$ cat config.mk
export PLATFORM = sky130hd
export DESIGN_NAME = hazard_top
export DESIGN_NICKNAME = d
export VERILOG_FILES = /design/src/logic/hazard_pkg.sv /design/src/logic/hazard_control_unit.sv /design/src/logic/hazard_top.sv /design/src/logic/instr_classifier.sv /design/src/logic/stage_tracker.sv
export SDC_FILE = /design/constraint.sdc
export NUM_CORES = 1
export LEC_CHECK = 0
export BUFFER_PORTS_ARGS = -buffer_cell sky130_fd_sc_hd__buf_4
export CAP_MARGIN = 20
export CORE_ASPECT_RATIO = 0.6
export CORE_MARGIN = 2
export CORE_UTILIZATION = 57
export CTS_BUF_LIST = sky130_fd_sc_hd__clkbuf_4 sky130_fd_sc_hd__clkbuf_8
export CTS_CLUSTER_DIAMETER = 40
export DETAILED_ROUTE_END_ITERATION = 10
export HOLD_SLACK_MARGIN = 0.02
export PLACE_DENSITY = 0.82
export SYNTH_ARGS = -nofsm -noshare
export SYNTH_HDL_FRONTEND = slang
export SYNTH_SLANG_ARGS = --single-unit
$ cat constraint.sdc
create_clock -name clk -period 4.65 [get_ports clk]
set_clock_uncertainty 0.2 [all_clocks]
set_input_delay 0.93 -clock clk [delete_from_list [all_inputs] [get_ports clk]]
set_output_delay 0.93 -clock clk [all_outputs]
set_load 0.01 [all_outputs]
$ cat src/logic/hazard_pkg.sv
// Shared types and constants for the pipeline hazard control subsystem.
// Import with a wildcard in the module header of any block that decodes
// instructions, tracks stage summaries or drives the pipeline controls.
`default_nettype none

package hazard_pkg;

  // instruction field widths
  localparam int OP_W  = 6;
  localparam int REG_W = 5;
  localparam int IMM_W = 16;

  // primary opcodes
  localparam logic [OP_W-1:0] OP_RTYPE = 6'b000000;
  localparam logic [OP_W-1:0] OP_J     = 6'b000010;
  localparam logic [OP_W-1:0] OP_JAL   = 6'b000011;
  localparam logic [OP_W-1:0] OP_BEQ   = 6'b000100;
  localparam logic [OP_W-1:0] OP_BNE   = 6'b000101;
  localparam logic [OP_W-1:0] OP_LW    = 6'b100011;
  localparam logic [OP_W-1:0] OP_SW    = 6'b101011;

  // function codes of interest within the R-type opcode
  localparam logic [OP_W-1:0] FN_SLL = 6'b000000;
  localparam logic [OP_W-1:0] FN_SRL = 6'b000010;
  localparam logic [OP_W-1:0] FN_JR  = 6'b001000;

  // coarse instruction class, all the hazard logic needs to know
  typedef enum logic [3:0] {
    ONOP   = 4'd0,
    OTHERR = 4'd1,
    OSL    = 4'd2,  // sll and srl
    OJR    = 4'd3,
    OBEQ   = 4'd4,
    OBNE   = 4'd5,
    OLW    = 4'd6,
    OSW    = 4'd7,
    OTHERI = 4'd8,
    OJ     = 4'd9,
    OJAL   = 4'd10
  } opfunc_t;

  typedef struct packed {
    logic [OP_W-1:0]  opcode;
    logic [REG_W-1:0] rs;
    logic [REG_W-1:0] rt;
    logic [REG_W-1:0] rd;
    logic [REG_W-1:0] shamt;
    logic [OP_W-1:0]  funct;
  } r_fields_t;

  typedef struct packed {
    logic [OP_W-1:0]  opcode;
    logic [REG_W-1:0] rs;
    logic [REG_W-1:0] rt;
    logic [IMM_W-1:0] imm;
  } i_fields_t;

  // one instruction word, seen as R-type or as I/J-type
  typedef union packed {
    r_fields_t r_view;
    i_fields_t i_view;
  } instr_u;

  // per-stage summary carried down the pipeline
  typedef struct packed {
    opfunc_t          opfunc;
    logic [REG_W-1:0] rs;
    logic [REG_W-1:0] rt;
  } stage_info_t;

  typedef enum logic [1:0] {
    PCNPC = 2'd0,  // next sequential pc
    PCBPC = 2'd1,  // branch target computed in mm
    PCPTA = 2'd2,  // register target from ex
    PCJPC = 2'd3   // jump target from ex
  } pc_select_t;

  typedef struct packed {
    logic pc_en;
    logic ifid_en;
    logic idex_en;
    logic exmm_en;
    logic mmwb_en;
    logic ifid_flush;
    logic idex_flush;
    logic exmm_flush;
  } hazard_ctrl_t;

  localparam instr_u      NOP_WORD = '0;
  localparam stage_info_t NOP_INFO = '{opfunc: ONOP, rs: '0, rt: '0};

endpackage

`default_nettype wire

$ cat src/logic/hazard_control_unit.sv
// Hazard control for the five-stage pipeline. From the ID, EX and MM
// summaries and the cache hit flags it picks the next pc source and
// drives the pipeline register enables and flushes, all combinationally.
`default_nettype none
`timescale 1ns/1ps

module hazard_control_unit import hazard_pkg::*; (
  input  stage_info_t  id_info,
  input  stage_info_t  ex_info,
  input  stage_info_t  mm_info,
  input  logic         ihit,
  input  logic         dhit,
  input  logic         mm_equal,
  output pc_select_t   pc_select,
  output hazard_ctrl_t ctrl
);

  logic id_reads_rs;
  logic id_reads_rt;
  logic rs_match;
  logic rt_match;
  logic mem_wait;
  logic load_use;
  logic br_taken;
  logic jr_in_ex;
  logic jump_in_ex;

  // which source registers the instruction in ID actually reads
  assign id_reads_rs = (id_info.opfunc == OTHERR) || (id_info.opfunc == OBEQ) ||
                       (id_info.opfunc == OBNE)   || (id_info.opfunc == OJR)  ||
                       (id_info.opfunc == OSL)    || (id_info.opfunc == OLW)  ||
                       (id_info.opfunc == OSW)    || (id_info.opfunc == OTHERI);
  assign id_reads_rt = (id_info.opfunc == OTHERR) || (id_info.opfunc == OBEQ) ||
                       (id_info.opfunc == OBNE);

  // a load writes its rt
  assign rs_match = id_reads_rs && (id_info.rs == ex_info.rt);
  assign rt_match = id_reads_rt && (id_info.rt == ex_info.rt);

  assign mem_wait = (mm_info.opfunc == OLW) || (mm_info.opfunc == OSW);
  assign load_use = (ex_info.opfunc == OLW) && (rs_match || rt_match);
  assign br_taken = ((mm_info.opfunc == OBEQ) && mm_equal) ||
                    ((mm_info.opfunc == OBNE) && !mm_equal);

  // a taken branch in MM is older, so it squashes any jump behind it
  assign jr_in_ex   = (ex_info.opfunc == OJR) && !br_taken;
  assign jump_in_ex = ((ex_info.opfunc == OJ) || (ex_info.opfunc == OJAL)) && !br_taken;

  always_comb begin
    pc_select       = PCNPC;
    ctrl.pc_en      = ihit;  // advance only when a word was fetched
    ctrl.ifid_en    = ihit;
    ctrl.idex_en    = ihit;
    ctrl.exmm_en    = ihit;
    ctrl.mmwb_en    = ihit;
    ctrl.ifid_flush = 1'b0;
    ctrl.idex_flush = 1'b0;
    ctrl.exmm_flush = 1'b0;

    if (mem_wait) begin
      ctrl.pc_en      = ihit && dhit;
      ctrl.ifid_en    = dhit;
      ctrl.idex_en    = dhit;
      ctrl.exmm_en    = dhit;
      ctrl.mmwb_en    = dhit;
      // data is back but the fetch missed, so IF/ID gets a bubble
      ctrl.ifid_flush = !ihit && dhit;
    end

    if (load_use) begin
      ctrl.pc_en      = 1'b0;
      ctrl.ifid_en    = 1'b0;
      ctrl.idex_flush = 1'b1;  // bubble into EX while ID waits a cycle
    end

    if (br_taken) begin
      pc_select       = PCBPC;
      ctrl.ifid_flush = 1'b1;
      ctrl.idex_flush = 1'b1;
      ctrl.exmm_flush = 1'b1;
    end

    if (jr_in_ex) begin
      pc_select       = PCPTA;
      ctrl.ifid_flush = 1'b1;
      ctrl.idex_flush = 1'b1;
    end

    if (jump_in_ex) begin
      pc_select       = PCJPC;
      ctrl.ifid_flush = 1'b1;
      ctrl.idex_flush = 1'b1;
    end
  end

endmodule

`default_nettype wire

$ cat src/logic/hazard_top.sv
// Top level of the hazard control subsystem. The classifier decodes the
// IF/ID word, the tracker carries summaries to EX and MM, and the hazard
// unit closes the loop by driving the tracker's enables and flushes.
`default_nettype none
`timescale 1ns/1ps

module hazard_top import hazard_pkg::*; (
  input  logic         clk,
  input  logic         arst_n,
  input  instr_u       instr,
  input  logic         ihit,
  input  logic         dhit,
  input  logic         mm_equal,
  output pc_select_t   pc_select,
  output hazard_ctrl_t ctrl
);

  instr_u      ifid_word;
  stage_info_t id_info;
  stage_info_t ex_info;
  stage_info_t mm_info;

  instr_classifier u_instr_classifier (
    .word (ifid_word),
    .info (id_info)
  );

  stage_tracker u_stage_tracker (
    .clk       (clk),
    .arst_n    (arst_n),
    .instr     (instr),
    .ihit      (ihit),
    .id_info   (id_info),
    .ctrl      (ctrl),  // fed back from the hazard unit
    .ifid_word (ifid_word),
    .ex_info   (ex_info),
    .mm_info   (mm_info)
  );

  hazard_control_unit u_hazard_control_unit (
    .id_info   (id_info),
    .ex_info   (ex_info),
    .mm_info   (mm_info),
    .ihit      (ihit),
    .dhit      (dhit),
    .mm_equal  (mm_equal),
    .pc_select (pc_select),
    .ctrl      (ctrl)
  );

endmodule

`default_nettype wire

$ cat src/logic/instr_classifier.sv
// Decodes the instruction word held in IF/ID into the stage summary used
// by the hazard logic: instruction class plus the rs and rt fields.
// Purely combinational.
`default_nettype none
`timescale 1ns/1ps

module instr_classifier import hazard_pkg::*; (
  input  instr_u      word,
  output stage_info_t info
);

  logic    is_rtype;
  logic    is_jump;
  opfunc_t r_class;
  opfunc_t op_class;

  assign is_rtype = (word.i_view.opcode == OP_RTYPE);

  // R-type words split on funct
  always_comb begin
    case (word.r_view.funct)
      FN_JR:   r_class = OJR;
      FN_SLL:  r_class = OSL;
      FN_SRL:  r_class = OSL;
      default: r_class = OTHERR;
    endcase
  end

  // everything else splits on the primary opcode
  always_comb begin
    case (word.i_view.opcode)
      OP_J:    op_class = OJ;
      OP_JAL:  op_class = OJAL;
      OP_BEQ:  op_class = OBEQ;
      OP_BNE:  op_class = OBNE;
      OP_LW:   op_class = OLW;
      OP_SW:   op_class = OSW;
      default: op_class = OTHERI;
    endcase
  end

  assign is_jump = (op_class == OJ) || (op_class == OJAL);

  always_comb begin
    info = NOP_INFO;  // the all-zero word stays a bubble
    if (word != NOP_WORD) begin
      info.opfunc = is_rtype ? r_class : op_class;
      if (!is_jump) begin  // J-type carries a target, not registers
        info.rs = word.i_view.rs;  // rs and rt sit at the same bits in both views
        info.rt = word.i_view.rt;
      end
    end
  end

endmodule

`default_nettype wire

$ cat src/logic/stage_tracker.sv
// Pipeline registers for hazard tracking: the raw IF/ID word and the
// ID/EX and EX/MM summaries. Each slot obeys its flush first, then its
// enable, and otherwise holds. Slots reset to a bubble.
`default_nettype none
`timescale 1ns/1ps

module stage_tracker import hazard_pkg::*; (
  input  logic         clk,
  input  logic         arst_n,
  input  instr_u       instr,
  input  logic         ihit,
  input  stage_info_t  id_info,
  input  hazard_ctrl_t ctrl,
  output instr_u       ifid_word,
  output stage_info_t  ex_info,
  output stage_info_t  mm_info
);

  instr_u      ifid_next;
  stage_info_t idex_next;
  stage_info_t exmm_next;

  // next value of a summary slot, flush wins over enable
  function automatic stage_info_t info_next(
    input logic        flush,
    input logic        en,
    input stage_info_t cur,
    input stage_info_t prev
  );
    stage_info_t nxt;
    nxt = cur;
    if (flush) begin
      nxt = NOP_INFO;
    end else if (en) begin
      nxt = prev;
    end
    return nxt;
  endfunction

  always_comb begin
    ifid_next = ifid_word;
    if (ctrl.ifid_flush) begin
      ifid_next = NOP_WORD;
    end else if (ctrl.ifid_en) begin
      ifid_next = ihit ? instr : NOP_WORD;  // a missed fetch becomes a bubble
    end
  end

  assign idex_next = info_next(ctrl.idex_flush, ctrl.idex_en, ex_info, id_info);
  assign exmm_next = info_next(ctrl.exmm_flush, ctrl.exmm_en, mm_info, ex_info);

  always_ff @(posedge clk or negedge arst_n) begin
    if (!arst_n) begin
      ifid_word <= NOP_WORD;
      ex_info   <= NOP_INFO;
      mm_info   <= NOP_INFO;
    end else begin
      ifid_word <= ifid_next;
      ex_info   <= idex_next;
      mm_info   <= exmm_next;
    end
  end

endmodule

`default_nettype wire

==> flow_summary.yaml <==
run_status:
  status: "finished clean"
worst_setup_path:
  required_ns: 3.52
  crit_start: "u_stage_tracker.ifid_word[31]$_DFFE_PN0P_"
  crit-reg2reg-launch: "u_stage_tracker.ifid_word[31]$_DFFE_PN0P_"
  worst_r2r_path_depth: 7
  worstPathArrival_ns: 2.73
  path_class: "reg2out"
  crit_fanout: 10
  end_kind: "output port"
  worst_setup_path_start_kind: "flop"
power_and_ir_drop:
  p_leak_uw: 0.001280
  p_sw_uw: 690.6
  seq_power_share_pct: 44.1
  combinationalPowerShare_pct: 36.4
  p_int_uw: 1092
  p_clk_share_pct: 19.5
  powerDensity_mw_per_mm2: 614.1
  ir_drop_mv: 0.3733
  swShare_pct: 38.74
clock_tree:
  tritoncts: "yes"
  cts_repair_resize_count: 0
  clk_pin_slew_ns: 0.09
  clockBufferDepth: 2
  h-tree-depth: 2
  cts_num_sinks: 45
  numCtsBuffers: 5
  hold_buffers: 0
  clk_latency_ns: 0.30
  root_buffer: "clkbuf_8"
  postCtsSetupBuffers: 0
sta:
  final.setup.worst_slack_ns: 0.7948
  period_needed_ns: 3.855
  whs_ns: 0.3194
  slew-limit-headroom_pct: 49.60
  tightest_slew_ns: 0.7559
  rsz0062_at_grt: "false"
  setup_violations: 0
  max_freq_mhz: 259.4
  period_share_pct: 82.91
  maxSlewViolCount: 0
  finalHoldViolCount: 0
  tns_ns: 0
detailed_routing:
  drtIter0Drc: 212
  finalWirelength_mm: 5.716
  routed-wl-met3_um: 358
  wl_met2_mm: 2.458
  top_layer_used: "met4"
  wire_per_inst_um: 17.11
  dr_total_vias: 2027
  firstDrtPassIters: 4
  wl_met1_mm: 2.854
  drcViolationCount: 0
  postRouteAntennaNets: 0
  via_per_inst: 6.069
layout:
  fin_nets: 310
  n_antenna_cell: 0
  layout_commonest_cell: "buf_4"
  drive_gt1_share_pct: 26.28
  design_area_sq_mm: 0.002903
  area_delta_synth_final_pct: 18.13
  final_cell_mix: "buf_4, dfrtp_1, a22o_1"
worst_hold_path:
  hold_class: "reg2reg"
  hold_path_depth: 1
  min_from: "u_stage_tracker.ifid_word[12]$_DFFE_PN0P_"
placement:
  io_buffers: 46
  place_congestion: 0.8433
  preCtsSetupSlack_ns: 1.144
  place_area_sq_mm: 0.002769
  hpwl_mm: 4.104
die:
  die-height_um: 54.86
  start_util_pct: 59.62
  core_sq_mm: 0.004121
  die_area_sq_mm: 0.004870
  dieWidth_um: 88.77
  rows: 18
  boundaryPins: 47
synthesis:
  synthCells: 234
  syn_area_per_cell_sq_um: 10.50
  yosysWarnings: 0
  syn_nets: 271
  yosysUniqueCellTypes: 53
  netlist_area_sq_mm: 0.002457
  synth_top_flop_cell: "dfrtp_1"
  seq_area_frac_synth_pct: 45.82
  synth-edff-count: 0
  synth.ff_latch_count: 45
  synthArstFlopShare_pct: 100.0
global_routing:
  grt_usage_pct: 25.06
  grt_max_degree: 46
  grt_first_pass_wirelength_mm: 9.032
  antenna_found_initial: 0
  overflow: 0
  first_global_vias: 1736
run:
  cap_violations: 0
==> power by group through the flow <==
| stage | Clock (uW) | Sequential (uW) | Combinational (uW) |
|---|---|---|---|
| floorplan | 0 | 673 | 585 |
| global route | 369 | 813 | 717 |
| finish | 347 | 787 | 649 |
| detailed placement | 0 | 784 | 646 |
| CTS | 351 | 782 | 647 |
| global placement | 0 | 776 | 626 |
==> area by class of cell <==
cell class / count / area (sq um)
clock buffer: 5 / 68.82
clock inverter: 3 / 65.06
fill: 350 / 1219
inverter: 5 / 18.77
multi-input combinational: 168 / 1189
sequential: 45 / 1126
tap: 60 / 75.07
timing repair buffer: 48 / 360.3
==> per-stage QoR <==
step / cells / power (uW) / utilization (%)
after CTS: 334 / 1781 / 70.43
final: 334 / 1783 / 70.43
after global placement: 326 / 1402 / 67.18
after global routing: 334 / 1899 / 70.43
after detailed placement: 326 / 1429 / 67.18
after floorplan: 234 / 1259 / -
==> registers in the layout (all words and copies together), names as in the netlist <==
name	count
u_stage_tracker.ex_info	9
u_stage_tracker.ifid_word	32
u_stage_tracker.mm_info	4
==> synth_stat cells, types with 2 or more instances <==
library cell / n / area, sq um
inv_1: 4 / 15.01
clkbuf_1: 2 / 7.510
a21oi_1: 16 / 80.08
nand2_2: 2 / 12.51
nand4_1: 2 / 12.51
or2_2: 2 / 12.51
buf_4: 4 / 30.03
o21ai_0: 3 / 15.01
a211oi_1: 2 / 15.01
nor4b_4: 3 / 71.32
nor4_1: 5 / 31.28
a22o_1: 28 / 245.2
nand2_1: 22 / 82.58
buf_2: 3 / 15.01
dfrtp_1: 45 / 1126
xnor2_1: 5 / 43.79
nand2b_1: 3 / 18.77
o22ai_1: 4 / 25.02
nor2_1: 14 / 52.55
nor2b_1: 3 / 18.77
a22oi_1: 2 / 15.01
a31oi_1: 2 / 12.51
xor2_1: 3 / 26.28
o32ai_1: 2 / 17.52
a32o_1: 3 / 30.03
or3_1: 2 / 12.51
nand3_1: 7 / 35.03
o211ai_1: 2 / 15.01
buf_6: 6 / 67.56
mux2i_1: 2 / 20.02
nand3b_1: 4 / 30.03
nor3_1: 5 / 25.02
nand4b_1: 2 / 17.52
==> worst paths after layout <==
path                                                             endpoint  slack [ns]
worst max-delay path                                              ctrl[1]        0.79
max in group asynchronous          u_stage_tracker.ex_info[2]$_DFFE_PN0P_        3.45
worst min register to register  u_stage_tracker.ifid_word[12]$_DFFE_PN0P_        0.32
worst min-delay path            u_stage_tracker.ifid_word[12]$_DFFE_PN0P_        0.32
min in group asynchronous        u_stage_tracker.ifid_word[2]$_DFFE_PN0P_        0.41
worst max register to register  u_stage_tracker.ifid_word[11]$_DFFE_PN0P_        1.57
==> logic make-up (layout without fill, tap and decap cells) <==
family                    Yosys count  count (layout)  synth area share (%)
and+or+nand+nor                    83              83                 20.93
AOI/OAI and AO/OA                  75              75                 23.78
DFF                                45              45                 45.82
buffers and inverters              21              61                 5.804
xor gates and xnor gates            8               8                 2.851
muxes                               2               2                0.8147
==> worst max-delay path, stage by stage (launching register included) <==
cell,delay (ns)
dfrtp_1,0.49
nor4b_4,0.43
a21oi_1,0.12
o32ai_1,0.32
nand4b_1,0.19
or2_2,0.35
nand3_1,0.32
buf_4,0.20
==> layer usage <==
metal  track usage [%]  up-vias
met2             34.45       76
met3             6.637        7
li1                  -      959
met1             39.33      985
met4             4.545        0
met5                 0        -
(Power assumes the default switching activity.)
